===== config.mk =====
export PLATFORM = sky130hd
export DESIGN_NAME = wr_burst_engine
export DESIGN_NICKNAME = d
export VERILOG_FILES = /design/src/source/axi_mem_pkg.sv /design/src/source/wr_burst_engine.sv
export SDC_FILE = /design/constraint.sdc
export NUM_CORES = 1
export LEC_CHECK = 0
export ABC_CLOCK_PERIOD_IN_PS = 7070
export BUFFER_PORTS_ARGS = -buffer_cell sky130_fd_sc_hd__buf_2
export CORE_ASPECT_RATIO = 0.8
export CORE_UTILIZATION = 44
export DETAILED_ROUTE_END_ITERATION = 8
export HOLD_SLACK_MARGIN = 0.05
export PLACE_DENSITY = 0.79
export SLEW_MARGIN = 20
export SYNTH_ARGS = -nofsm -noshare
export SYNTH_HDL_FRONTEND = slang
export SYNTH_SLANG_ARGS = --single-unit

===== constraint.sdc =====
create_clock -name clock -period 7.07 [get_ports clock]
set_input_delay 1.0605 -clock clock [delete_from_list [all_inputs] [get_ports clock]]
set_output_delay 1.0605 -clock clock [all_outputs]
set_load 0.02 [all_outputs]

===== src/source/axi_mem_pkg.sv =====
// ~~~~~~~~~~~~~~~~~~~~
// shared widths, codes and address map of the AXI4 memory slave
// referenced by scoped name from every RTL file
// ~~~~~~~~~~~~~~~~~~~~

package axi_mem_pkg;

	// bus field types
	typedef logic [31:0] addr_t;   // byte address
	typedef logic [31:0] data_t;   // one data beat
	typedef logic [3:0]  strb_t;   // byte strobes
	typedef logic [3:0]  id_t;     // transaction id
	typedef logic [7:0]  len_t;    // beats minus one, also beat counters
	typedef logic [2:0]  size_t;   // log2 bytes per beat
	typedef logic [1:0]  burst_t;
	typedef logic [1:0]  resp_t;

	// burst types
	localparam burst_t burst_fixed = 2'd0;
	localparam burst_t burst_incr  = 2'd1;
	localparam burst_t burst_wrap  = 2'd2; // accepted, not served

	// responses
	localparam resp_t resp_okay   = 2'd0;
	localparam resp_t resp_slverr = 2'd2;

	// descriptor queues
	localparam int unsigned queue_depth = 4;
	typedef logic [1:0] qptr_t;
	typedef logic [2:0] qcount_t; // 0 .. queue_depth

	// main memory, 4 KiB
	localparam addr_t       mem_base  = 32'h8000_0000;
	localparam int unsigned mem_words = 1024;
	typedef logic [9:0] mem_index_t;

	// clint style timer words
	localparam addr_t mtime_lo_addr = 32'ha000_0048;
	localparam addr_t mtime_hi_addr = 32'ha000_004c;
	typedef logic [63:0] mtime_t;

	// engine FSMs
	typedef enum logic {
		rd_idle,
		rd_beat   // rdata/rlast registered, rvalid high
	} rd_state_t;

	typedef enum logic [1:0] {
		wr_idle,
		wr_data,  // taking W beats
		wr_resp   // holding B until bready
	} wr_state_t;

endpackage


===== src/source/wr_burst_engine.sv =====
// ~~~~~~~~~~~~~~~~~~~~
// write burst engine, takes W beats into memory and answers on B
// ~~~~~~~~~~~~~~~~~~~~
`timescale 1ns/1ps

module wr_burst_engine (
	input  logic                clock,
	input  logic                reset,
	input  logic                not_empty,
	input  axi_mem_pkg::addr_t  q_addr,
	input  axi_mem_pkg::id_t    q_id,
	input  axi_mem_pkg::len_t   q_len,
	input  axi_mem_pkg::size_t  q_size,
	input  axi_mem_pkg::burst_t q_burst,
	input  axi_mem_pkg::data_t  wdata,
	input  axi_mem_pkg::strb_t  wstrb,
	input  logic                wvalid,
	input  logic                wlast,
	input  logic                bready,
	output logic                pop,
	output logic                wready,
	output axi_mem_pkg::resp_t  bresp,
	output logic                bvalid,
	output axi_mem_pkg::id_t    bid,
	output logic                wr_en,
	output axi_mem_pkg::addr_t  wr_addr,
	output axi_mem_pkg::data_t  wr_data,
	output axi_mem_pkg::strb_t  wr_strb
);

	axi_mem_pkg::wr_state_t state;

	axi_mem_pkg::addr_t  cur_addr;
	axi_mem_pkg::len_t   cur_len;
	axi_mem_pkg::size_t  cur_size;
	axi_mem_pkg::burst_t cur_burst;
	axi_mem_pkg::len_t   cnt;       // beat expected next
	logic                err;       // wlast disagreed on an earlier beat

	logic                beat;      // W transfer this cycle
	logic                is_last;   // count says final beat
	logic                mismatch;

	assign wready   = (state == axi_mem_pkg::wr_data);
	assign bvalid   = (state == axi_mem_pkg::wr_resp);
	assign pop      = (state == axi_mem_pkg::wr_idle) && not_empty;
	assign beat     = wready && wvalid;
	assign is_last  = (cnt == cur_len);
	assign mismatch = (wlast != is_last);

	// memory write port, takes effect at the edge of the W transfer
	assign wr_en   = beat && (cur_burst == axi_mem_pkg::burst_fixed ||
	                          cur_burst == axi_mem_pkg::burst_incr); // wrap ignored
	assign wr_data = wdata;
	assign wr_strb = wstrb;
	assign wr_addr = (cur_burst == axi_mem_pkg::burst_fixed) ? cur_addr :
	                 cur_addr + (axi_mem_pkg::addr_t'(cnt) << cur_size);

	always_ff @(posedge clock) begin
		if (reset) begin
			state <= axi_mem_pkg::wr_idle;
			cnt   <= '0;
			err   <= 1'b0;
		end else begin
			case (state)
				axi_mem_pkg::wr_idle: begin
					if (pop) begin
						state <= axi_mem_pkg::wr_data;
						cnt   <= '0;
						err   <= 1'b0;
					end
				end
				axi_mem_pkg::wr_data: begin
					if (beat) begin
						if (is_last) state <= axi_mem_pkg::wr_resp; // length rules, not wlast
						else         cnt   <= cnt + 8'd1;
						err <= err | mismatch;
					end
				end
				axi_mem_pkg::wr_resp: begin
					if (bready) state <= axi_mem_pkg::wr_idle;
				end
				default: state <= axi_mem_pkg::wr_idle;
			endcase
		end
	end

	// descriptor and response payload
	always_ff @(posedge clock) begin
		if (pop) begin
			cur_addr  <= q_addr;
			cur_len   <= q_len;
			cur_size  <= q_size;
			cur_burst <= q_burst;
			bid       <= q_id; // echoed on B
		end
		if (beat && is_last) begin
			bresp <= (err || mismatch) ? axi_mem_pkg::resp_slverr : axi_mem_pkg::resp_okay;
		end
	end

	// W and B never overlap within one burst
	w_b_exclusive: assert property (@(posedge clock) disable iff (reset) !(bvalid && wready))
		else $error("bvalid and wready both high");

endmodule


==> summary.txt <==
Worst hold path
  • HP Class: register to register
  • Hold Path Origin: state[1]

Finish
  • Most common cell after layout, fill and taps aside: buf_2
  • Diodes inserted: 0
  • Most frequent cells in the layout: 95 x buf_2, 50 x edfxtp_1, 46 x nand2_1
  • P&R area growth vs syn: 15.1%
  • Finished Layout Cells: 578
  • Share of layout cells above drive strength 1: 27.3%
  • Fin area: 4580 um2
  • Final Net Count: between 500 and 600
  • Final core occ: between 50 and 60%

Routing
  • Final WL: 8970 um
  • Initial DRC count: 172
  • Post-DR wirelength/cell: between 15 and 20 um
  • Antenna Nets Post-Route: 0
  • Via/cell ratio: 5.36
  • Vias: 3096
  • TritonRoute pass-1 iters: 5
  • DRC Markers: 0

Placement
  • Final Wtd Congestion: 0.889
  • Port Buffers: 95
  • DP Worst Slack: approximately 2.8 ns
  • HPWL after detailed placement: 6650 um
  • Dpl cells: 562
  • DP Area: 4280 um2

Critical path
  • Cell family with most CP delay: compound AO/OA/AOI/OAI gates
  • Crit path DAT: 3.63 ns
  • Worst r2r src: cnt[5]
  • Worst Path Buf+Inv: 1
  • Max FO, Critical Path: 13
  • Critical path type: register to output port
  • CP startpoint kind: register
  • Critical Path RT: 6.01 ns
  • Crit path cell chain: mux2_2 -> nand2_1 -> o21ai_0 -> nor2_1 -> a21oi_1 -> ha_1 -> nand2_1 -> o21a_1 -> o21a_1 -> a31oi_4 -> nand4_1 -> xnor2_1 -> buf_2
  • Crit. Startpoint: cur_size[1]
  • Crit path largest cell delay: between 0.6 and 0.7 ns
  • Slowest-stage cell, CP: edfxtp_1
  • CP Capture Type: output port

CTS
  • Clock root buffer: clkbuf_16
  • Post_cts resized: 0
  • CTS clk-pin slew, worst paths: 0.06 ns
  • CTS H-tree depth: 3
  • Setup Fix Bufs, Post-CTS: 0
  • Clock tree buffer depth: 2
  • Sink Count: 61
  • Hold_buf cts: 0
  • Num CTS Buffers: 9
  • Worst-Skew Late Latency: 0.33 ns
  • CTS tree: yes

Timing
  • RSZ-0062 raised after global routing: no
  • Hold WS: 0.515 ns
  • Final Max Tran Viols: 0
  • Tmin final: 4.69 ns
  • Setup ws final: 2.38 ns
  • Slew @ Worst Pin: 0.699 ns
  • Max Clock Skew: approximately 0.009 ns
  • Part of the cycle the worst path needs: around 66%
  • # setup viols final: 0
  • Max Clk Rate: 0.213 GHz
  • Final Hold Fails: 0
  • Worst slew margin: between 50% and 60%
  • Setup_tns: 0 ns

Logic synthesis
  • EDFF count, synth: 50
  • Post-synth ARST share: 0%
  • Top_reg_cell synth: edfxtp_1
  • Count of cell types in the netlist: 53
  • Synthesized area per cell: slightly below 10 um2
  • Syn_nets: 512
  • Seq cells post-synth: 61
  • Register area share after synthesis: 43.3%
  • Synthesized cell area: around 4000 um2
  • Post-Syn Instances: about 400
  • Cell taking the most area after synthesis: edfxtp_1
  • Synth warn: 0
  • Top-area cell type share of the netlist area: 37.8%
  • Largest cells by area after synthesis: edfxtp_1 38%, buf_4 7.0%, xor2_1 5.7%

Pwr
  • Worst VDD drop: 0.202 mV
  • P_leak: 1.93 nW
  • Pwr dens: 218 nW/um2
  • Design Power: 996 uW

Run
  • Max-cap violations: 0

Status
  • Status: completed

Floorplanning
  • Die span in x: 108 um
  • Num ports: 169
  • Die ar.: 9420 um2
  • Cell Rows: 30
  • Core footprint: 8630 um2
  • Die Height: 87.0 um
  • Starting Density: between 40% and 50%

Global routing
  • Total GRT Usage: between 10% and 20%
  • Initial antenna violation count: 0
  • GRT overflow: 0
  • Largest net degree at the start of global routing: 57
  • Number of global-route vias before repair: 2904
  • First-pass GRT wire length: 13800 um
-- synth_stat cells (7+ instances only) --
| master | instances |
|---|---|
| o21ai_0 | 10 |
| dfxtp_1 | 11 |
| nor2_1 | 32 |
| nor3_1 | 8 |
| o22ai_1 | 7 |
| edfxtp_1 | 50 |
| clkbuf_1 | 10 |
| xor2_1 | 26 |
| buf_4 | 37 |
| mux2i_1 | 10 |
| a21oi_1 | 28 |
| xnor2_1 | 14 |
| o21ai_1 | 9 |
| inv_1 | 8 |
| nand4_1 | 8 |
| and3_1 | 10 |
| ha_1 | 16 |
| nand2_1 | 46 |
-- per-layer routing --
layer | vias to the layer above | global-route usage [%] | share of wire [%]
met2 | 124 | 30.9 | 47
met5 | - | 0 | 0
li1 | 1530 | - | -
met3 | 21 | 5.98 | 7.4
met1 | 1421 | 25.2 | 45
met4 | 0 | 5.77 | 1.3
-- power breakdown --
group | total (mW) | switching [mW] | internal [mW]
Combinational | 0.125 | 0.0768 | 0.0486
Clock | 0.446 | 0.172 | 0.274
Sequential | 0.425 | 0.0147 | 0.410
Total | 0.996 | 0.263 | 0.732
-- cell type report --
class / count / area (um2)
multi-input combinational: 284 / 1890
inverter: 8 / 30.0
sequential: 61 / 1720
clock inverter: 7 / 73.8
tap: 112 / 140
timing repair buffer: 97 / 490
fill: 779 / 4060
clock buffer: 9 / 225
-- flip-flops by register name, indices dropped and copies added (netlist names) --
signal and flops:
cur_len 8, err 1, cur_burst 2, state 2, bid 4, cur_addr 32
bresp 1, cur_size 3, cnt 8
-- final timing paths --
check / to / slack [ns] / depth (start not counted)
min reg2reg: state[0] / 0.51 / 1
max: wr_addr[17] / 2.38 / 13
min: state[0] / 0.51 / 1
max reg2reg: cnt[0] / 5.24 / 6
-- cells by family (layout without fill, tap and decap cells) --
kind of cell	after synthesis	in the layout	share of synthesized area (%)
AO/OA/AOI/OAI	81	81	13.1
XOR/XNOR	40	40	8.81
adder cells (fa/ha/maj)	17	17	5.54
buffers and inverters	59	121	9.16
flip-flops	61	61	43.3
multiplexers	16	16	4.22
other	1	1	0.0943
AND/OR/NAND/NOR	129	129	15.7
Power figures use the tool's default switching activity.
