--- src/source/axi_mem_pkg.sv ---
// ~~~~~~~~~~~~~~~~~~~~
// shared widths, codes and address map of the AXI4 memory slave
// referenced by scoped name from every RTL file
// ~~~~~~~~~~~~~~~~~~~~

package axi_mem_pkg;

	// bus field types
	typedef logic [31:0] addr_t;   // byte address
	typedef logic [31:0] data_t;   // one data beat
	typedef logic [3:0]  strb_t;   // byte strobes
	typedef logic [3:0]  id_t;     // transaction id
	typedef logic [7:0]  len_t;    // beats minus one, also beat counters
	typedef logic [2:0]  size_t;   // log2 bytes per beat
	typedef logic [1:0]  burst_t;
	typedef logic [1:0]  resp_t;

	// burst types
	localparam burst_t burst_fixed = 2'd0;
	localparam burst_t burst_incr  = 2'd1;
	localparam burst_t burst_wrap  = 2'd2; // accepted, not served

	// responses
	localparam resp_t resp_okay   = 2'd0;
	localparam resp_t resp_slverr = 2'd2;

	// descriptor queues
	localparam int unsigned queue_depth = 4;
	typedef logic [1:0] qptr_t;
	typedef logic [2:0] qcount_t; // 0 .. queue_depth

	// main memory, 4 KiB
	localparam addr_t       mem_base  = 32'h8000_0000;
	localparam int unsigned mem_words = 1024;
	typedef logic [9:0] mem_index_t;

	// clint style timer words
	localparam addr_t mtime_lo_addr = 32'ha000_0048;
	localparam addr_t mtime_hi_addr = 32'ha000_004c;
	typedef logic [63:0] mtime_t;

	// engine FSMs
	typedef enum logic {
		rd_idle,
		rd_beat   // rdata/rlast registered, rvalid high
	} rd_state_t;

	typedef enum logic [1:0] {
		wr_idle,
		wr_data,  // taking W beats
		wr_resp   // holding B until bready
	} wr_state_t;

endpackage

--- src/source/req_queue.sv ---
// ~~~~~~~~~~~~~~~~~~~~
// circular queue of burst descriptors, one per AR and one per AW channel
// ~~~~~~~~~~~~~~~~~~~~
`timescale 1ns/1ps

module req_queue (
	input  logic                clock,
	input  logic                reset,
	input  logic                push,      // the channel's valid
	input  axi_mem_pkg::addr_t  in_addr,
	input  axi_mem_pkg::id_t    in_id,
	input  axi_mem_pkg::len_t   in_len,
	input  axi_mem_pkg::size_t  in_size,
	input  axi_mem_pkg::burst_t in_burst,
	input  logic                pop,       // engine took the head
	output logic                ready,     // the channel's ready
	output logic                not_empty,
	output axi_mem_pkg::addr_t  q_addr,
	output axi_mem_pkg::id_t    q_id,
	output axi_mem_pkg::len_t   q_len,
	output axi_mem_pkg::size_t  q_size,
	output axi_mem_pkg::burst_t q_burst
);

	// descriptor slots, one array per field
	axi_mem_pkg::addr_t  slot_addr  [axi_mem_pkg::queue_depth];
	axi_mem_pkg::id_t    slot_id    [axi_mem_pkg::queue_depth];
	axi_mem_pkg::len_t   slot_len   [axi_mem_pkg::queue_depth];
	axi_mem_pkg::size_t  slot_size  [axi_mem_pkg::queue_depth];
	axi_mem_pkg::burst_t slot_burst [axi_mem_pkg::queue_depth];

	axi_mem_pkg::qptr_t   head, tail;
	axi_mem_pkg::qcount_t count;
	logic                 take; // handshake on the address channel

	assign ready     = (count != axi_mem_pkg::qcount_t'(axi_mem_pkg::queue_depth));
	assign not_empty = (count != '0);
	assign take      = push && ready;

	// head is always on show
	assign q_addr  = slot_addr[head];
	assign q_id    = slot_id[head];
	assign q_len   = slot_len[head];
	assign q_size  = slot_size[head];
	assign q_burst = slot_burst[head];

	always_ff @(posedge clock) begin
		if (take) begin
			slot_addr[tail]  <= in_addr;
			slot_id[tail]    <= in_id;
			slot_len[tail]   <= in_len;
			slot_size[tail]  <= in_size;
			slot_burst[tail] <= in_burst;
		end
	end

	always_ff @(posedge clock) begin
		if (reset) begin
			head  <= '0;
			tail  <= '0;
			count <= '0;
		end else begin
			if (take) tail <= tail + 2'd1; // wraps at depth 4
			if (pop)  head <= head + 2'd1;
			case ({take, pop})
				2'b10:   count <= count + 3'd1;
				2'b01:   count <= count - 3'd1;
				default: count <= count; // both or neither
			endcase
		end
	end

	// engines only pop what the queue offers
	pop_needs_entry: assert property (@(posedge clock) disable iff (reset) pop |-> not_empty)
		else $error("req_queue popped while empty");

endmodule

--- config.mk ---
export PLATFORM = sky130hd
export DESIGN_NAME = req_queue
export DESIGN_NICKNAME = d
export VERILOG_FILES = /design/src/source/axi_mem_pkg.sv /design/src/source/req_queue.sv
export SDC_FILE = /design/constraint.sdc
export NUM_CORES = 1
export LEC_CHECK = 0
export BUFFER_PORTS_ARGS = -buffer_cell sky130_fd_sc_hd__buf_2
export CORE_UTILIZATION = 57
export DETAILED_ROUTE_END_ITERATION = 10
export PLACE_DENSITY_LB_ADDON = 0.12
export REMOVE_ABC_BUFFERS = 1
export SYNTH_ARGS = -nofsm -noshare
export SYNTH_HDL_FRONTEND = slang
export SYNTH_SLANG_ARGS = --single-unit
--- constraint.sdc ---
create_clock -name clock -period 2.96 [get_ports clock]
set_input_delay 0.444 -clock clock [delete_from_list [all_inputs] [get_ports clock]]
set_output_delay 0.444 -clock clock [all_outputs]
set_load 0.005 [all_outputs]
==> impl_summary.txt, run 1 <==
----------------------------------------------------
[Synth]
  Most frequent cells after synthesis ... 196 x sky130_fd_sc_hd__edfxtp_1, 47 x sky130_fd_sc_hd__mux4_2, 9 x sky130_fd_sc_hd__dfxtp_1
  Commonest register cell after synthesis ... sky130_fd_sc_hd__edfxtp_1
  Cell type with the largest total area after synthesis ... sky130_fd_sc_hd__edfxtp_1
  Cells after Synth ... 303
  Async set-reset flop share out of synthesis ... 0%
  Average cell area after synthesis ... 24.9 um2
  FF+latch count, synth ... 205
  EDFF count, synth ... 196
  Dominant cell by count in the synthesized netlist ... sky130_fd_sc_hd__edfxtp_1
  Number of warnings issued by yosys ... 0
  Area share of the largest cell type after synthesis ... 78.0%
  Sequential fraction of the synthesis area ... 80.4%
  Synth area leaders ... sky130_fd_sc_hd__edfxtp_1 78%, sky130_fd_sc_hd__mux4_2 14%, sky130_fd_sc_hd__dfxtp_1 2.4%
  Post-Syn Area ... 7540 um2
  Number of distinct standard cells referenced by the synthesized netlist ... 25

[STA]
  Final count of negative-setup-slack endpoints ... 0
  Setup repair after global routing missed its margin ... no
  Max Clock Freq ... 0.403 GHz
  Number of max-slew violations in the final report ... 0
  Final TNS setup ... 0 ns
  Worst-margin pin slew ... 0.536 ns
  Final clock period utilization by the worst path ... 83.9%
  Worst hold-check slack ... 0.175 ns
  Final Worst Setup Slack ... 0.477 ns
  Maximum clock skew at final layout ... 0.0139 ns
  Worst rel slew slack ... 64.2%
  Period minus WS final ... 2.48 ns
  Hold violation total from the final report ... 0

[Finish]
  Ant diodes ... 0
  Ratio of cells with drive above 1 in the final layout ... 43.9%
  Layout net count ... 488
  Final cell count without fillers ... 614
  Synthesis-to-finish area growth ... 19.0%
  Filler cell count in the final layout ... 809

[Floorplanning]
  Starting density of the core ... 59.0%
  Num ports ... 104
  Area of the core ... 12800 um2
  Vertical die dimension ... 117 um
  Area of the die ... 13700 um2
  Site Rows ... 41
  Width of the die ... 117 um

[Setup path]
  Reg2reg path depth ... 8
  Startpoint of the lowest-slack register-to-register path ... count[0]$_SDFFE_PP0P_
  Reg2Reg Setup Slack ... 0.71 ns
  Worst Setup End Kind ... primary output
  Data required time of the critical path ... 2.52 ns
  Reg-to-reg critical path endpoint ... count[2]$_SDFFE_PP0P_
  Critical-path maximum fanout ... 19
  Kind of start point of the critical path ... flop
  Critical Setup Path Class ... reg2out
  Arr. time, crit path ... 2.04 ns
  Critical Path Sink ... q_addr[6]

[Detailed routing]
  Vias ... 3349
  # DRC ... 0
  Average wire per standard cell ... 19.8 um
  Detailed-route wire length ... 12200 um
  DRT iter0 DRCs ... 200
  Detail-routed via count per cell ... 5.45
  Number of nets with antenna violations after routing ... 0
  Iteration count of the initial detailed-routing pass ... 4

[Placed design]
  Number of buffer cells added on primary ports ... 103
  Final weighted congestion in routability-driven placement ... 0.695
  Worst-case setup slack after placement ... 0.658 ns
  Inst Count DP ... 577
  DP Wirelength ... 7070 um

[CTS]
  Clock slew at reported path FFs ... 0.05 ns
  Clock sinks ... 205
  Hold buffers post-CTS ... 0
  Depth of the CTS H-tree ... 1
  Number of buffers between clock root and the deepest sink ... 3
  Later-pin clock latency in the skew report ... 0.48 ns
  CTS resizes ... 0
  Root buffer cell ... sky130_fd_sc_hd__clkbuf_16
  CTS Buf Count ... 22
  Post-CTS Setup Repair Bufs ... 0
  CTS tree ... built

[Min path]
  Path category of the worst min-delay check ... in2reg

[Global routing]
  Largest net degree at the start of global routing ... 50
  Number of antenna violations at the first check in global routing ... 0
  Global-route wire length before repair ... 17800 um
  Global-route usage over all layers ... 18.2%
  Via count of the first global-routing pass ... 3400
  Remaining global-route overflow ... 0

[Run]
  Max capacitance violation total ... 0

[Power]
  Static Leakage ... 3.07 nW
  Pwr per Cell Area ... 741 nW/um2
  Worst IR drop on VDD ... 0.638 mV

[Status]
  Outcome ... complete, no violations

----------------------------------------------------
[through the flow]
| step | instance area (um2) | power [W] | util (%) |
|---|---|---|---|
| 6_report | 8970 | 0.00665 | 70.2 |
| 5_1_grt | 8970 | 0.00691 | 70.2 |
| 4_1_cts | 8970 | 0.00673 | 70.2 |
| 3_5_place_dp | 8320 | 0.00425 | 65.1 |
| 3_3_place_gp | 8320 | 0.00423 | 65.1 |
| 2_1_floorplan | 7440 | 0.00392 | - |
[layer usage]
| metal | GRT usage, % | wire length, um |
|---|---|---|
| met3 | 4.89 | 974 |
| met5 | 0 | 0 |
| met2 | 30.0 | 5970 |
| met4 | 5.23 | 163 |
| met1 | 24.2 | 5040 |
[worst max-delay path: stages, from the launching register on]
cell	delay [ns]
sky130_fd_sc_hd__dfxtp_4	0.61
sky130_fd_sc_hd__buf_12	0.23
sky130_fd_sc_hd__mux4_2	0.56
sky130_fd_sc_hd__buf_2	0.15
[report_power, final]
group          total (W)  leakage (nW)  internal, W  switching (W)
clock            0.00247         0.319      0.00150       0.000969
sequential       0.00349          1.87      0.00341      0.0000786
combinational   0.000686         0.883     0.000353       0.000333
total            0.00665          3.07      0.00527        0.00138
[cells by family after synthesis]
| family | share of synthesized area [%] |
|---|---|
| and+or+nand+nor | 1.16 |
| xor gates and xnor gates | 0.465 |
| DFF | 80.4 |
| adders and majority gates | 1.10 |
| buffers and inverters | 1.46 |
| AOI/OAI and AO/OA | 0.232 |
| muxes | 15.1 |
[flip-flops by register name (all words and copies together) (netlist names), named ones only]
register / cells
slot_burst: 8
slot_id: 16
tail: 2
slot_addr: 128
count: 3
head: 2
slot_size: 12
slot_len: 32
[layout make-up]
cell class              count  area [um2]  share of cell area [%]
flip-flops and latches    205        6070                    67.7
multi-input cells          83        1370                    15.3
repair buffers            114         648                    7.22
inverters                   3        11.3                   0.126
well taps                 172         215                    2.40
clock inverters             5        47.5                   0.530
clock buffers              32         609                    6.79
[cells in the final DEF, fill, tap and decap left out, types with 2 or more instances in the layout]
cell,count
sky130_fd_sc_hd__ha_1,5
sky130_fd_sc_hd__mux2i_1,2
sky130_fd_sc_hd__inv_1,3
sky130_fd_sc_hd__mux4_1,2
sky130_fd_sc_hd__edfxtp_1,196
sky130_fd_sc_hd__nand2b_1,2
sky130_fd_sc_hd__buf_4,7
sky130_fd_sc_hd__nor2_1,8
sky130_fd_sc_hd__xor2_1,2
sky130_fd_sc_hd__mux4_2,47
sky130_fd_sc_hd__clkinv_1,2
sky130_fd_sc_hd__clkinv_2,2
sky130_fd_sc_hd__buf_2,103
sky130_fd_sc_hd__and2_2,4
sky130_fd_sc_hd__dfxtp_1,7
sky130_fd_sc_hd__xnor2_1,2
sky130_fd_sc_hd__or3_1,2
sky130_fd_sc_hd__buf_12,4
sky130_fd_sc_hd__clkbuf_16,23
sky130_fd_sc_hd__clkbuf_1,9
sky130_fd_sc_hd__nand2_1,2
[worst min path at each step]
stage                                       endpoint  slack, ns  depth (start not counted)                   from
after detailed placement       count[2]$_SDFFE_PP0P_       0.52                          2  count[2]$_SDFFE_PP0P_
after floorplan                count[2]$_SDFFE_PP0P_       0.47                          2  count[2]$_SDFFE_PP0P_
after global placement          tail[1]$_SDFFE_PP0P_       0.50                          2   tail[1]$_SDFFE_PP0P_
final                     slot_addr[3][21]$_DFFE_PP_       0.18                          1            in_addr[21]
after global routing      slot_addr[1][23]$_DFFE_PP_       0.16                          1            in_addr[23]
after CTS                 slot_burst[1][1]$_DFFE_PP_       0.16                          1            in_burst[1]
No activity file was read; power rests on OpenSTA's default activity.
==> run 2, diff against run 1 <==
clock period = 2.6 ns   (was 2.96 ns; I/O delays follow)
==> run 2 against run 1 <==
Against the previous run:
- via count increased by 1.4%
- clock skew fell by 0.0043 ns
- final cell count down 0.65%
- hold slack got worse by 0.056 ns
- non-clock buffer count rose by 1
- global-route usage up 0.62 points
- die area unchanged
- sequential cell count unchanged
- cell area fell by 0.49%
- routed wire length grew 1.3%
- total power up 12%
- register-to-register slack worse by 0.17 ns
- critical path type unchanged
==> impl_summary.txt, run 2 (synthesis gave the netlist of run 1 again) <==
----------------------------------------------------
[Finish]
  Layout net count ... 487 (-0.20%)
  Ant diodes ... 0 (unchanged)
  Max reg flops ... 128 (unchanged)
  Cell area after layout ... 8930 um2 (-0.49%)
  Reg with most FFs ... slot_addr
  Register area ... 6070 um2 (unchanged)
  Multi-input logic area ... 1370 um2 (unchanged)
  Filler cell count in the final layout ... 790 (-2.3%)
  Final cell count without fillers ... 610 (-0.65%)
  Ratio of cells with drive above 1 in the final layout ... 44.3% (+0.40 points)
  Highest-count cells in the layout ignoring fill and taps ... 196 x sky130_fd_sc_hd__edfxtp_1, 103 x sky130_fd_sc_hd__buf_2, 47 x sky130_fd_sc_hd__mux4_2
  Leading cell type in the layout, fill and taps excluded ... sky130_fd_sc_hd__edfxtp_1
  Largest registers in the final layout ... slot_addr: 128 flops, slot_len: 32 flops, slot_id: 16 flops
  Synthesis-to-finish area growth ... 18.4%

[Detailed routing]
  Iteration count of the initial detailed-routing pass ... 4 (unchanged)
  Detail-routed via count per cell ... 5.57 (+2.0%)
  Average wire per standard cell ... 20.2 um (+1.9%)
  Number of nets with antenna violations after routing ... 0 (unchanged)
  Vias ... 3395 (+1.4%)
  DRT iter0 DRCs ... 268 (+34%)
  Detailed-route wire length ... 12300 um (+1.3%)
  # DRC ... 0 (unchanged)

[STA]
  Final count of negative-setup-slack endpoints ... 0 (unchanged)
  Number of max-slew violations in the final report ... 0 (unchanged)
  Worst hold-check slack ... 0.120 ns (-0.0556 ns)
  Final clock period utilization by the worst path ... 92.7%
  Worst-margin pin slew ... 0.546 ns (+0.00946 ns)
  Final Worst Setup Slack ... 0.189 ns (-0.288 ns)
  Worst rel slew slack ... 63.6% (-0.63 points)
  Hold violation total from the final report ... 0 (unchanged)
  Maximum clock skew at final layout ... 0.00962 ns (-0.00429 ns)
  Setup repair after global routing missed its margin ... no
  Max Clock Freq ... 0.415 GHz
  Period minus WS final ... 2.41 ns

[CTS]
  Hold buffers post-CTS ... 0 (unchanged)
  Clock slew at reported path FFs ... 0.06 ns (about the same)
  Depth of the CTS H-tree ... 1 (unchanged)
  CTS tree ... built
  Later-pin clock latency in the skew report ... 0.48 ns (about the same)
  Number of buffers between clock root and the deepest sink ... 3 (unchanged)
  Post-CTS Setup Repair Bufs ... 0 (unchanged)
  Root buffer cell ... sky130_fd_sc_hd__clkbuf_16
  CTS Buf Count ... 20 (-9.1%)
  CTS resizes ... 0 (unchanged)
  Clock sinks ... 205 (unchanged)

[Power]
  Static Leakage ... 3.06 nW (-0.60%)
  Worst IR drop on VDD ... 0.630 mV (-1.2%)
  Pwr per Cell Area ... 832 nW/um2 (+12%)

[Setup path]
  Critical Setup Path Class ... reg2out
  Series of cell instances along the critical path ... buf_12 > mux4_2 > buf_2
  Worst Setup End Kind ... primary output
  Data required time of the critical path ... 2.21 ns (-0.31 ns)
  Arr. time, crit path ... 2.02 ns (-0.02 ns)
  Slowest stage delay, CP ... 0.57 ns (-0.04 ns)
  Kind of start point of the critical path ... flop
  Critical path's slowest cell ... sky130_fd_sc_hd__dfxtp_4
  Family with the most delay on the worst path ... flip-flops
  CP bufs+invs ... 2 (unchanged)
  Critical-path maximum fanout ... 22 (+3)

[Global routing]
  Via count of the first global-routing pass ... 3535 (+4.0%)
  Remaining global-route overflow ... 0 (unchanged)
  Global-route wire length before repair ... 18500 um (+4.1%)
  Number of antenna violations at the first check in global routing ... 1 (+1)
  Global-route usage over all layers ... 18.8% (+0.62 points)
  Largest net degree at the start of global routing ... 50 (unchanged)

[Placed design]
  Final weighted congestion in routability-driven placement ... 0.704 (+1.2%)
  Worst-case setup slack after placement ... 0.552 ns (-0.106 ns)
  Inst Count DP ... 578 (+0.17%)
  Placement Cell Area ... 8320 um2 (about the same)
  Number of buffer cells added on primary ports ... 103 (unchanged)
  DP Wirelength ... 7300 um (+3.3%)

[Floorplanning]
  Area of the die ... 13700 um2 (unchanged)
  Vertical die dimension ... 117 um (unchanged)
  Starting density of the core ... 59.0% (unchanged)
  Num ports ... 104 (unchanged)
  Width of the die ... 117 um (unchanged)
  Site Rows ... 41 (unchanged)
  Area of the core ... 12800 um2 (unchanged)

[Run]
  Max capacitance violation total ... 0 (unchanged)

[Status]
  Outcome ... complete, no violations

[Min path]
  Path category of the worst min-delay check ... in2reg

----------------------------------------------------
-- run 2: changes by cell type in the layout (fill, tap and decap cells not counted), sizes merged --
cell    change
buf         +1
clkinv      -1
clkbuf      -4
-- run 2: stage by stage --
stage                     TNS, ns  power, W  util, %
after global routing            0   0.00772     69.9
after global placement          0   0.00482     65.2
after floorplan            -27.18   0.00446        -
after CTS                       0   0.00751     69.9
final                           0   0.00743     69.9
after detailed placement        0   0.00485     65.2
-- run 2: final cells by class --
class,instances,share of cell area [%]
Clock inverter,4,0.490
Clock buffer,28,6.29
Inverter,3,0.126
Tap cell,172,2.41
Multi-Input combinational cell,83,15.3
Sequential cell,205,68.0
Timing Repair Buffer,115,7.34
-- run 2: path summary, 6_finish.rpt --
path / start / endpoint / slack (ns) / cells past startpoint
worst max-delay path: flop / q_addr[17] / 0.19 / 3
worst min-delay path: in_addr[8] / slot_addr[3][8]$_DFFE_PP_ / 0.12 / 1
worst max register to register: count[0]$_SDFFE_PP0P_ / count[2]$_SDFFE_PP0P_ / 0.54 / 9
worst min register to register: count[2]$_SDFFE_PP0P_ / count[2]$_SDFFE_PP0P_ / 0.52 / 2
-- run 2: metal layers --
layer | vias to the layer above | share of wire (%) | global-route usage [%]
li1 | 1526 | - | -
met1 | 1746 | 41 | 24.2
met2 | 103 | 51 | 32.4
met3 | 18 | 6.3 | 4.69
met4 | 2 | 1.2 | 4.89
met5 | - | 0.081 | 0
-- run 2: power breakdown --
group	switching (W)	internal, W
Sequential	0.0000860	0.00388
Clock	0.00108	0.00159
Combinational	0.000382	0.000405
Total	0.00155	0.00588
-- run 2: worst reg2reg max path: stages (launching register included) --
cell and delay (ns):
sky130_fd_sc_hd__dfxtp_1 0.41, sky130_fd_sc_hd__nor2_1 0.07, sky130_fd_sc_hd__a21boi_1 0.14, sky130_fd_sc_hd__buf_4 0.15, sky130_fd_sc_hd__inv_1 0.04, sky130_fd_sc_hd__ha_1 0.20
sky130_fd_sc_hd__fa_1 0.39, sky130_fd_sc_hd__xnor2_1 0.14, sky130_fd_sc_hd__or3_1 0.30, sky130_fd_sc_hd__a21oi_1 0.14
