===== src/source/axi_mem_pkg.sv =====
// ~~~~~~~~~~~~~~~~~~~~
// shared widths, codes and address map of the AXI4 memory slave
// referenced by scoped name from every RTL file
// ~~~~~~~~~~~~~~~~~~~~

package axi_mem_pkg;

	// bus field types
	typedef logic [31:0] addr_t;   // byte address
	typedef logic [31:0] data_t;   // one data beat
	typedef logic [3:0]  strb_t;   // byte strobes
	typedef logic [3:0]  id_t;     // transaction id
	typedef logic [7:0]  len_t;    // beats minus one, also beat counters
	typedef logic [2:0]  size_t;   // log2 bytes per beat
	typedef logic [1:0]  burst_t;
	typedef logic [1:0]  resp_t;

	// burst types
	localparam burst_t burst_fixed = 2'd0;
	localparam burst_t burst_incr  = 2'd1;
	localparam burst_t burst_wrap  = 2'd2; // accepted, not served

	// responses
	localparam resp_t resp_okay   = 2'd0;
	localparam resp_t resp_slverr = 2'd2;

	// descriptor queues
	localparam int unsigned queue_depth = 4;
	typedef logic [1:0] qptr_t;
	typedef logic [2:0] qcount_t; // 0 .. queue_depth

	// main memory, 4 KiB
	localparam addr_t       mem_base  = 32'h8000_0000;
	localparam int unsigned mem_words = 1024;
	typedef logic [9:0] mem_index_t;

	// clint style timer words
	localparam addr_t mtime_lo_addr = 32'ha000_0048;
	localparam addr_t mtime_hi_addr = 32'ha000_004c;
	typedef logic [63:0] mtime_t;

	// engine FSMs
	typedef enum logic {
		rd_idle,
		rd_beat   // rdata/rlast registered, rvalid high
	} rd_state_t;

	typedef enum logic [1:0] {
		wr_idle,
		wr_data,  // taking W beats
		wr_resp   // holding B until bready
	} wr_state_t;

endpackage


===== src/source/rd_burst_engine.sv =====
// ~~~~~~~~~~~~~~~~~~~~
// read burst engine, pops AR descriptors and drives R beats in order
// ~~~~~~~~~~~~~~~~~~~~
`timescale 1ns/1ps

module rd_burst_engine (
	input  logic                clock,
	input  logic                reset,
	input  logic                not_empty,
	input  axi_mem_pkg::addr_t  q_addr,
	input  axi_mem_pkg::id_t    q_id,
	input  axi_mem_pkg::len_t   q_len,
	input  axi_mem_pkg::size_t  q_size,
	input  axi_mem_pkg::burst_t q_burst,
	input  logic                rready,
	input  axi_mem_pkg::data_t  rd_data,   // combinational from memory map
	output logic                pop,
	output axi_mem_pkg::addr_t  rd_addr,
	output axi_mem_pkg::data_t  rdata,
	output axi_mem_pkg::resp_t  rresp,
	output logic                rvalid,
	output logic                rlast,
	output axi_mem_pkg::id_t    rid
);

	axi_mem_pkg::rd_state_t state;

	// burst in flight
	axi_mem_pkg::addr_t  cur_addr;
	axi_mem_pkg::len_t   cur_len;
	axi_mem_pkg::size_t  cur_size;
	axi_mem_pkg::burst_t cur_burst;
	axi_mem_pkg::len_t   cnt;      // beat now on R

	logic                take_head; // start a new burst this cycle
	logic                advance;   // next beat of the same burst
	axi_mem_pkg::len_t   next_cnt;
	axi_mem_pkg::burst_t next_burst;
	axi_mem_pkg::data_t  beat_data;

	assign rvalid   = (state == axi_mem_pkg::rd_beat);
	assign rresp    = axi_mem_pkg::resp_okay; // unmapped reads are zero, still okay
	assign pop      = take_head;
	assign next_cnt = cnt + 8'd1;

	always_comb begin
		take_head = 1'b0;
		advance   = 1'b0;
		case (state)
			axi_mem_pkg::rd_idle: take_head = not_empty;
			axi_mem_pkg::rd_beat: begin
				if (rready) begin
					if (rlast) take_head = not_empty; // chain next burst, no bubble
					else       advance   = 1'b1;
				end
			end
			default: take_head = 1'b0;
		endcase
	end

	// beat address generator
	always_comb begin
		if (take_head) begin
			rd_addr    = q_addr; // beat 0 is the base for both fixed and incr
			next_burst = q_burst;
		end else begin
			next_burst = cur_burst;
			if (cur_burst == axi_mem_pkg::burst_fixed) rd_addr = cur_addr;
			else rd_addr = cur_addr + (axi_mem_pkg::addr_t'(next_cnt) << cur_size);
		end
	end

	// wrap and reserved bursts read as zero
	assign beat_data = (next_burst == axi_mem_pkg::burst_fixed ||
	                    next_burst == axi_mem_pkg::burst_incr) ? rd_data : '0;

	always_ff @(posedge clock) begin
		if (reset) begin
			state <= axi_mem_pkg::rd_idle;
			cnt   <= '0;
		end else begin
			if (take_head) begin
				state <= axi_mem_pkg::rd_beat;
				cnt   <= '0;
			end else if (advance) begin
				cnt <= next_cnt;
			end else if (rvalid && rready) begin
				state <= axi_mem_pkg::rd_idle; // last beat gone, queue empty
			end
		end
	end

	// payload, loaded on the same edge as the R transfer
	always_ff @(posedge clock) begin
		if (take_head) begin
			cur_addr  <= q_addr;
			cur_len   <= q_len;
			cur_size  <= q_size;
			cur_burst <= q_burst;
			rid       <= q_id;
			rdata     <= beat_data;
			rlast     <= (q_len == '0); // single beat burst
		end else if (advance) begin
			rdata <= beat_data;
			rlast <= (next_cnt == cur_len);
		end
	end

	r_hold: assert property (@(posedge clock) disable iff (reset)
		(rvalid && !rready) |=> ($stable(rdata) && $stable(rlast)))
		else $error("R payload changed under back-pressure");

endmodule


===== config.mk =====
export PLATFORM = sky130hd
export DESIGN_NAME = rd_burst_engine
export DESIGN_NICKNAME = d
export VERILOG_FILES = /design/src/source/axi_mem_pkg.sv /design/src/source/rd_burst_engine.sv
export SDC_FILE = /design/constraint.sdc
export NUM_CORES = 1
export LEC_CHECK = 0
export BUFFER_PORTS_ARGS = -buffer_cell sky130_fd_sc_hd__buf_2
export CORE_AREA = 2 2 109 111
export DETAILED_ROUTE_END_ITERATION = 7
export DIE_AREA = 0 0 111 113
export PLACE_DENSITY = 0.79
export SLEW_MARGIN = 20
export SYNTH_ARGS = -nofsm -noshare
export SYNTH_HDL_FRONTEND = slang
export SYNTH_SLANG_ARGS = --single-unit
export TNS_END_PERCENT = 20

===== constraint.sdc =====
create_clock -name clock -period 4.1 [get_ports clock]
set_input_delay 0.82 -clock clock [delete_from_list [all_inputs] [get_ports clock]]
set_output_delay 0.82 -clock clock [all_outputs]
set_load 0.01 [all_outputs]

==> results of run 1 <==
==> layer usage <==
metal,track usage,up-vias
li1,-,2366
met2,0.4025,208
met3,0.07606,36
met1,0.2859,2217
met5,0,-
met4,0.1108,0
==> through the flow <==
step | std cells | total power [mW] | cell area (sq um)
floorplan | 518 | 1.389 | 5355
global placement | 857 | 1.581 | 6720
detailed placement | 857 | 1.596 | 6720
CTS | 882 | 2.393 | 7254
global route | 886 | 2.496 | 7446
finish | 886 | 2.386 | 7446
==> power by group <==
part	total (mW)	switching (mW)	internal (mW)
Combinational	0.487	0.269	0.218
Clock	0.781	0.367	0.414
Sequential	1.12	0.0337	1.08
==> worst register-to-register path, delay by kind of cell, from the launching register on <==
| kind | cells | cell delay (ns) |
|---|---|---|
| compound gates | 1 | 0.11 |
| simple gates | 2 | 0.39 |
| flops | 1 | 0.36 |
| mux | 1 | 0.24 |
| buf+inv | 3 | 0.90 |
==> what timing repair did <==
action | in CTS | in global routing
resized for setup | 48 | 32
buffers inserted | 9 | 4
cloned | 2 | 0
pin swaps | 28 | 24
endpoints found under the setup margin | 26 | 27
==> registers in the layout, summed over array words and instances (netlist names), named ones only <==
name / flops
rlast: 1
cnt: 8
rvalid: 1
cur_size: 3
rid: 4
cur_len: 8
cur_addr: 32
rdata: 32
==> cells by family (layout without fill, tap and decap cells) <==
| logic type | count (synthesis) | in the layout |
|---|---|---|
| compound gates | 110 | 111 |
| xor+xnor | 29 | 29 |
| fa+ha+maj | 17 | 17 |
| buf+inv | 40 | 264 |
| flops | 91 | 91 |
| mux | 15 | 15 |
| other cells | 1 | 2 |
| simple gates | 214 | 214 |
==> final timing paths <==
path | to | depth (start not counted) | startpoint
worst max-delay path | rd_addr[29] | 16 | cnt[1]$_SDFFE_PP0P_
worst min-delay path | cnt[6]$_SDFFE_PP0P_ | 2 | cnt[6]$_SDFFE_PP0P_
worst max register to register | rdata[10]$_SDFFCE_PN0P_ | 7 | rlast$_DFFE_PP_
worst min register to register | cnt[6]$_SDFFE_PP0P_ | 2 | cnt[6]$_SDFFE_PP0P_
==> cells in the final DEF (no fill, tap or decap), drive strengths merged, types with 3 or more instances in the layout <==
| cell type | n |
|---|---|
| xnor2 | 21 |
| nor3 | 17 |
| and3 | 8 |
| nand2 | 40 |
| nand2b | 3 |
| clkbuf | 9 |
| edfxtp | 82 |
| nand3b | 3 |
| nor4 | 5 |
| a21o | 6 |
| o21a | 3 |
| a21oi | 27 |
| o31ai | 9 |
| dfxtp | 9 |
| nor2 | 50 |
| a211oi | 3 |
| buf | 238 |
| nand4 | 7 |
| inv | 15 |
| xor2 | 8 |
| ha | 16 |
| a31oi | 21 |
| or4 | 8 |
| o211ai | 4 |
| nor2b | 4 |
| or3 | 15 |
| mux2i | 14 |
| and2 | 32 |
| o21ai | 25 |
| nand3 | 16 |
==> cell type report <==
class                      count  area (sq um)  share of cell area
tap                          143         178.9             0.02403
timing repair buffer         238          1440              0.1934
clock buffer                   9         225.2             0.03025
multi-input combinational    388          2853              0.3831
sequential                    91          2661              0.3574
inverter                      11         41.29            0.005545
clock inverter                 6         46.29            0.006217
==> impl_metrics.prom, run 1 <==
# TYPE chip_impl_metric gauge
chip_impl_info{name="run_status",value="finished, violations left"} 1
chip_impl_info{name="failed_checks",value="setup timing"} 1
chip_impl_metric{name="post-route-util",unit=""} 0.6606
chip_impl_metric{name="max_slew.worst_pin.slew",unit="ns"} 0.6561
chip_impl_info{name="cpMostUsedCell",value="sky130_fd_sc_hd__ha_4"} 1
chip_impl_metric{name="reg2reg_slack",unit="ns"} 1.97
chip_impl_metric{name="cts_htree_levels",unit=""} 3
chip_impl_info{name="synth.cells.most_frequent",value="82 x sky130_fd_sc_hd__edfxtp_1, 50 x sky130_fd_sc_hd__nor2_1, 40 x sky130_fd_sc_hd__nand2_1"} 1
chip_impl_metric{name="maxSlewViolCount",unit=""} 0
chip_impl_metric{name="drc",unit=""} 0
chip_impl_metric{name="synth_compound_area_frac",unit=""} 0.1344
chip_impl_metric{name="met3_wirelength_from_detailed_routing",unit="mm"} 1.214
chip_impl_metric{name="syn2layout_area_growth",unit="%"} 41.35
chip_impl_metric{name="power_density",unit="mW/mm^2"} 320.4
chip_impl_metric{name="grt_start_max_net_pins",unit=""} 59
chip_impl_metric{name="fin_crit_sh",unit=""} 1.137
chip_impl_metric{name="worstPathBufferInverterCount",unit=""} 2
chip_impl_info{name="synth_ff_type",value="sky130_fd_sc_hd__edfxtp_1"} 1
chip_impl_info{name="critPathLaunchType",value="register"} 1
chip_impl_info{name="yosysTopAreaCell",value="sky130_fd_sc_hd__edfxtp_1"} 1
chip_impl_metric{name="met1_length",unit="mm"} 6.148
chip_impl_info{name="path_cells",value="ha_4 -> nand3_4 -> nor2_4 -> xnor2_2 -> mux2i_1 -> mux2_4 -> a22o_1 -> ha_4 -> nand4_1 -> o22ai_1 -> a211oi_1 -> buf_4 -> a31o_4 -> or4b_1 -> a31oi_2 -> buf_2"} 1
chip_impl_metric{name="clk_latency",unit="ns"} 0.35
chip_impl_metric{name="io_pins",unit=""} 158
chip_impl_metric{name="grt_first_pass_wirelength",unit="mm"} 23.96
chip_impl_info{name="post-synth-top-count-cell",value="sky130_fd_sc_hd__edfxtp_1"} 1
chip_impl_metric{name="static-leakage-power",unit="nW"} 3.066
chip_impl_metric{name="cts-root-to-sink-buffers",unit=""} 2
chip_impl_info{name="timing_worst_setup_path_type",value="reg -> out"} 1
chip_impl_metric{name="hold_fix_buffer_count_after_cts",unit=""} 0
chip_impl_metric{name="placementRows",unit=""} 39
chip_impl_metric{name="postSynthRegisterBits",unit=""} 91
chip_impl_metric{name="synth_edf_count",unit=""} 82
chip_impl_metric{name="slew_headroom",unit=""} 0.5626
chip_impl_metric{name="post_synth_xor_area_fraction",unit=""} 0.04822
chip_impl_metric{name="die_w",unit="microns"} 111
chip_impl_metric{name="timing.final.ws_setup",unit="ns"} -0.5609
chip_impl_metric{name="layout-drive-gt1-share",unit=""} 0.4320
chip_impl_metric{name="design.core.area",unit="sq mm"} 0.01127
chip_impl_metric{name="gr-total-overflow",unit=""} 0
chip_impl_metric{name="synth.mux.area_fraction",unit=""} 0.02874
chip_impl_metric{name="cp.required",unit="ns"} 3.28
chip_impl_metric{name="place.gp.congestion",unit=""} 0.9319
chip_impl_metric{name="synthCells",unit=""} 517
chip_impl_metric{name="antenna_violations_before_repair",unit=""} 0
chip_impl_metric{name="route.vias.total",unit=""} 4827
chip_impl_metric{name="achievable-frequency",unit="MHz"} 214.6
chip_impl_metric{name="finalHoldWorstSlack",unit="ns"} 0.5709
chip_impl_metric{name="skew",unit="ns"} 0.007680
chip_impl_metric{name="post_synth.cell_area_avg",unit="sq um"} 10.19
chip_impl_info{name="synth_top_family_by_area",value="simple AND/OR/NAND/NOR gates"} 1
chip_impl_metric{name="number_of_distinct_standard_cells_referenced_by_the_synthesized_netlist",unit=""} 56
chip_impl_info{name="top_signal_layer_used",value="met4"} 1
chip_impl_metric{name="dr.first_iter.drc_count",unit=""} 419
chip_impl_metric{name="total_of_warnings_raised_by_yosys",unit=""} 0
chip_impl_metric{name="final.min_clock_period",unit="ns"} 4.661
chip_impl_metric{name="first_pass_iters",unit=""} 4
chip_impl_metric{name="setup_viol_count_final",unit=""} 25
chip_impl_metric{name="max-cap-violations",unit=""} 0
chip_impl_info{name="critical-path-slowest-cell",value="sky130_fd_sc_hd__or4b_1"} 1
chip_impl_metric{name="num-nets-final",unit=""} 841
chip_impl_metric{name="totalNegativeSetupSlack",unit="ns"} -8.422
chip_impl_metric{name="detail-route-antenna-nets",unit=""} 0
chip_impl_metric{name="met2_length",unit="mm"} 7.231
chip_impl_metric{name="seq_area_frac_synth",unit=""} 0.5017
chip_impl_metric{name="yosysTopAreaCellShare",unit=""} 0.4675
chip_impl_metric{name="synthArstFlopShare",unit=""} 0
chip_impl_metric{name="clock-sinks",unit=""} 91
chip_impl_metric{name="synth_simple_gate_area_frac",unit=""} 0.2114
chip_impl_info{name="clock_tree_from_tritoncts",value="yes"} 1
chip_impl_metric{name="syn-cell-area",unit="sq mm"} 0.005268
chip_impl_info{name="root_buffer",value="sky130_fd_sc_hd__clkbuf_16"} 1
chip_impl_metric{name="cpPeakStageDelay",unit="ns"} 0.50
chip_impl_metric{name="synth_fa_ha_area_frac",unit=""} 0.04181
chip_impl_info{name="synth_area_leaders",value="sky130_fd_sc_hd__edfxtp_1 47%, sky130_fd_sc_hd__and2_1 3.8%, sky130_fd_sc_hd__ha_1 3.8%"} 1
chip_impl_metric{name="clock_pin_slew_on_the_worst_setup_and_hold_paths",unit="ns"} 0.07
chip_impl_metric{name="die_height",unit="microns"} 113
chip_impl_metric{name="final-hold-violation-count",unit=""} 0
chip_impl_metric{name="pre_cts_slack",unit="ns"} -0.5005
chip_impl_info{name="min-delay-path-class",value="reg -> reg"} 1
chip_impl_metric{name="numCtsBuffers",unit=""} 9
chip_impl_metric{name="num_antenna_cells",unit=""} 0
chip_impl_metric{name="place.port_buffers",unit=""} 155
chip_impl_metric{name="groute.usage.overall",unit=""} 0.2408
chip_impl_metric{name="drt-total-wl",unit="mm"} 15.03
chip_impl_info{name="crit_family",value="compound AO/OA/AOI/OAI gates"} 1
chip_impl_info{name="setup_repair_after_global_routing_missed_its_margin",value="yes"} 1
chip_impl_metric{name="hpwlAfterDp",unit="mm"} 10.85
chip_impl_metric{name="fillers",unit=""} 847
chip_impl_metric{name="floorplan.initialDensity",unit=""} 0.4673
chip_impl_metric{name="design.die.area",unit="sq mm"} 0.01254
chip_impl_metric{name="detail_route.vias_per_cell",unit=""} 5.448
chip_impl_metric{name="peakVddDrop",unit="V"} 0.0002607
chip_impl_metric{name="worstPathMaxFanout",unit=""} 7
chip_impl_info{name="setup.worst_path.end_class",value="primary output"} 1
chip_impl_metric{name="avgRoutedWirePerCell",unit="microns"} 16.97
chip_impl_metric{name="first_global_vias",unit=""} 4984
chip_impl_metric{name="endpoint_arrival_time_on_the_critical_path",unit="ns"} 3.84
Note: power is estimated with default switching activity, not from simulation.
==> run 2: changes to the inputs <==
Settings changed: GPL_ROUTABILITY_DRIVEN set to 0, SETUP_SLACK_MARGIN set to 0.05.
==> impl_metrics.prom, run 2 (synthesized netlist as in run 1, its figures left out) <==
# TYPE chip_impl_metric gauge
chip_impl_metric{name="p_sw_frac",unit=""} 0.2786
chip_impl_info{name="critPathLaunchType",value="register"} 1
chip_impl_metric{name="num-nets-final",unit=""} 854
chip_impl_metric{name="drt-total-wl",unit="mm"} 15.91
chip_impl_metric{name="die_w",unit="microns"} 111
chip_impl_metric{name="cpPeakStageDelay",unit="ns"} 0.42
chip_impl_info{name="r2r_start",value="rlast$_DFFE_PP_"} 1
chip_impl_info{name="most_common_cell_after_layout_fill_and_taps_aside",value="sky130_fd_sc_hd__buf_2"} 1
chip_impl_metric{name="max-cap-violations",unit=""} 0
chip_impl_info{name="setup.worst_path.end_class",value="primary output"} 1
chip_impl_info{name="run_status",value="finished, violations left"} 1
chip_impl_info{name="top_usage_layer",value="met2"} 1
chip_impl_metric{name="numCtsBuffers",unit=""} 9
chip_impl_metric{name="groute.usage.overall",unit=""} 0.2435
chip_impl_metric{name="final-hold-violation-count",unit=""} 0
chip_impl_metric{name="final.min_clock_period",unit="ns"} 4.721
chip_impl_metric{name="cts-root-to-sink-buffers",unit=""} 2
chip_impl_metric{name="seqPwrFrac",unit=""} 0.447
chip_impl_metric{name="detail-route-antenna-nets",unit=""} 0
chip_impl_metric{name="avgRoutedWirePerCell",unit="microns"} 17.66
chip_impl_metric{name="skew",unit="ns"} 0.01005
chip_impl_metric{name="hold_depth",unit=""} 2
chip_impl_metric{name="max_slew.worst_pin.slew",unit="ns"} 0.6793
chip_impl_metric{name="grt_use_met1",unit=""} 0.2910
chip_impl_metric{name="timing.final.ws_setup",unit="ns"} -0.6213
chip_impl_metric{name="maxSlewViolCount",unit=""} 0
chip_impl_metric{name="hpwlAfterDp",unit="mm"} 10.48
chip_impl_info{name="clock_tree_from_tritoncts",value="yes"} 1
chip_impl_metric{name="final_cell_count_no_fill",unit=""} 901
chip_impl_metric{name="post-place-cells",unit=""} 856
chip_impl_metric{name="grt_util_met3",unit=""} 0.07124
chip_impl_metric{name="design.core.area",unit="sq mm"} 0.01127
chip_impl_metric{name="route.vias.total",unit=""} 5077
chip_impl_info{name="failed_checks",value="setup timing"} 1
chip_impl_metric{name="grt_start_max_net_pins",unit=""} 59
chip_impl_metric{name="detail_route.vias_per_cell",unit=""} 5.635
chip_impl_info{name="path_cells",value="ha_4 -> nand3_4 -> nor2_4 -> xnor2_2 -> mux2i_1 -> mux2_4 -> a22o_1 -> ha_4 -> nand4_1 -> nor2b_4 -> o21a_1 -> o41ai_4 -> buf_12 -> or4_4 -> a31oi_2 -> buf_2"} 1
chip_impl_metric{name="clock_pin_slew_on_the_worst_setup_and_hold_paths",unit="ns"} 0.06
chip_impl_metric{name="final_design_area_no_fill",unit="sq mm"} 0.007669
chip_impl_metric{name="cts_htree_levels",unit=""} 3
chip_impl_info{name="root_buffer",value="sky130_fd_sc_hd__clkbuf_16"} 1
chip_impl_metric{name="worstRegToRegCells",unit=""} 7
chip_impl_metric{name="design.die.area",unit="sq mm"} 0.01254
chip_impl_metric{name="post_dp_cell_area",unit="sq mm"} 0.006735
chip_impl_metric{name="die_height",unit="microns"} 113
chip_impl_metric{name="cp.required",unit="ns"} 3.28
chip_impl_info{name="critical-path-slowest-cell",value="sky130_fd_sc_hd__or4_4"} 1
chip_impl_metric{name="global_route.usage.met2",unit=""} 0.4172
chip_impl_metric{name="layout-drive-gt1-share",unit=""} 0.4624
chip_impl_metric{name="power.share.clock",unit=""} 0.343
chip_impl_info{name="top_regs",value="cur_addr (32), rdata (32)"} 1
chip_impl_metric{name="dr.first_iter.drc_count",unit=""} 293
chip_impl_metric{name="fillers",unit=""} 787
chip_impl_metric{name="reg2reg_slack",unit="ns"} 1.87
chip_impl_metric{name="first_pass_iters",unit=""} 5
chip_impl_metric{name="power.total",unit="mW"} 2.504
chip_impl_info{name="setup_repair_after_global_routing_missed_its_margin",value="yes"} 1
chip_impl_info{name="worst_hold_path.endpoint",value="cnt[1]$_SDFFE_PP0P_"} 1
chip_impl_info{name="timing_worst_setup_path_type",value="reg -> out"} 1
chip_impl_info{name="min-delay-path-class",value="reg -> reg"} 1
chip_impl_metric{name="gr-total-overflow",unit=""} 0
chip_impl_metric{name="hold_fix_buffer_count_after_cts",unit=""} 0
chip_impl_metric{name="first_global_vias",unit=""} 5059
chip_impl_metric{name="syn2layout_area_growth",unit="%"} 45.58
chip_impl_metric{name="slew_headroom",unit=""} 0.5471
chip_impl_metric{name="clock-sinks",unit=""} 91
chip_impl_metric{name="worstPathMaxFanout",unit=""} 8
chip_impl_info{name="layout.cells.most_common_list",value="152 x sky130_fd_sc_hd__buf_2, 90 x sky130_fd_sc_hd__buf_4, 82 x sky130_fd_sc_hd__edfxtp_1"} 1
chip_impl_metric{name="setup_viol_count_final",unit=""} 26
chip_impl_metric{name="drc",unit=""} 0
chip_impl_metric{name="floorplan.initialDensity",unit=""} 0.4673
chip_impl_info{name="cpMostUsedCell",value="sky130_fd_sc_hd__ha_4"} 1
chip_impl_metric{name="power_density",unit="mW/mm^2"} 326.5
chip_impl_metric{name="achievable-frequency",unit="MHz"} 211.8
chip_impl_metric{name="io_pins",unit=""} 158
chip_impl_info{name="rr_endpoint",value="rdata[7]$_SDFFCE_PN0P_"} 1
chip_impl_metric{name="peakVddDrop",unit="V"} 0.0003268
chip_impl_metric{name="totalNegativeSetupSlack",unit="ns"} -11.47
chip_impl_metric{name="endpoint_arrival_time_on_the_critical_path",unit="ns"} 3.90
chip_impl_metric{name="antenna_violations_before_repair",unit=""} 1
chip_impl_metric{name="place.port_buffers",unit=""} 155
chip_impl_metric{name="fin_crit_sh",unit=""} 1.152
chip_impl_metric{name="grt_first_pass_wirelength",unit="mm"} 24.38
chip_impl_info{name="worstHoldStart",value="cnt[1]$_SDFFE_PP0P_"} 1
chip_impl_metric{name="internal_power",unit="mW"} 1.806
chip_impl_metric{name="power.net_switching",unit="mW"} 0.6977
chip_impl_metric{name="static-leakage-power",unit="nW"} 3.142
chip_impl_metric{name="p_comb_frac",unit=""} 0.210
chip_impl_metric{name="finalHoldWorstSlack",unit="ns"} 0.5913
chip_impl_metric{name="clk_latency",unit="ns"} 0.35
chip_impl_metric{name="placementRows",unit=""} 39
-- run 2: power by group through the flow --
stage	sequential (mW)	combinational [mW]	clock, mW
final	1.12	0.525	0.859
after global routing	1.13	0.566	0.909
after CTS	1.12	0.494	0.874
after detailed placement	1.14	0.464	0
after global placement	1.13	0.451	0
after floorplan	1.15	0.238	0
-- run 2: layer usage --
| metal | routed length (microns) | part of all wire |
|---|---|---|
| met1 | 6224 | 0.39 |
| met3 | 1445 | 0.091 |
| met2 | 7813 | 0.49 |
| met5 | 0 | 0 |
| met4 | 425 | 0.027 |
-- run 2: area by class of cell --
type | instances | area, sq um | share of cell area
antenna | 1 | 2.502 | 0.0003263
sequential | 91 | 2658 | 0.3465
clock buffer | 10 | 229.0 | 0.02986
multi-input combinational | 387 | 2905 | 0.3789
timing repair buffer | 252 | 1580 | 0.2061
clock inverter | 6 | 73.82 | 0.009626
tap | 143 | 178.9 | 0.02333
inverter | 11 | 41.29 | 0.005384
-- run 2: how the worst max path moves through the flow --
stage,endpoint,cells past startpoint,slack [ns],start
after global routing,rd_addr[21],16,-0.75,cnt[0]$_SDFFE_PP0P_
final,rd_addr[28],16,-0.62,cnt[0]$_SDFFE_PP0P_
after detailed placement,rd_addr[20],16,-0.31,cnt[0]$_SDFFE_PP0P_
after CTS,rd_addr[28],16,-0.48,cnt[1]$_SDFFE_PP0P_
after floorplan,rd_addr[25],14,0.07,cnt[0]$_SDFFE_PP0P_
after global placement,rd_addr[30],15,-0.16,cnt[0]$_SDFFE_PP0P_
-- run 2: timing repair --
item | 4_1_cts | 5_1_grt
buffers inserted | 18 | 9
cloned | 1 | 0
endpoints found under the setup margin | 27 | 27
pin swaps | 43 | 22
gates resized for setup | 56 | 32
-- run 2: critical path, delay by kind of cell (launching register included) --
kind	cells	cell delay, ns
and+or+nand+nor	5	1.01
buffers and inverters	2	0.34
AOI/OAI and AO/OA	4	0.77
adders and majority gates	2	0.47
muxes	2	0.42
xor gates and xnor gates	1	0.15
DFF	1	0.38
-- run 2: through the flow --
stage	util	setup WS, ns
6_report	0.6803	-0.6213
5_1_grt	0.6801	-0.7533
4_1_cts	0.6597	-0.4815
3_5_place_dp	0.5975	-0.3123
3_3_place_gp	0.5975	-0.1611
2_1_floorplan	-	0.06839
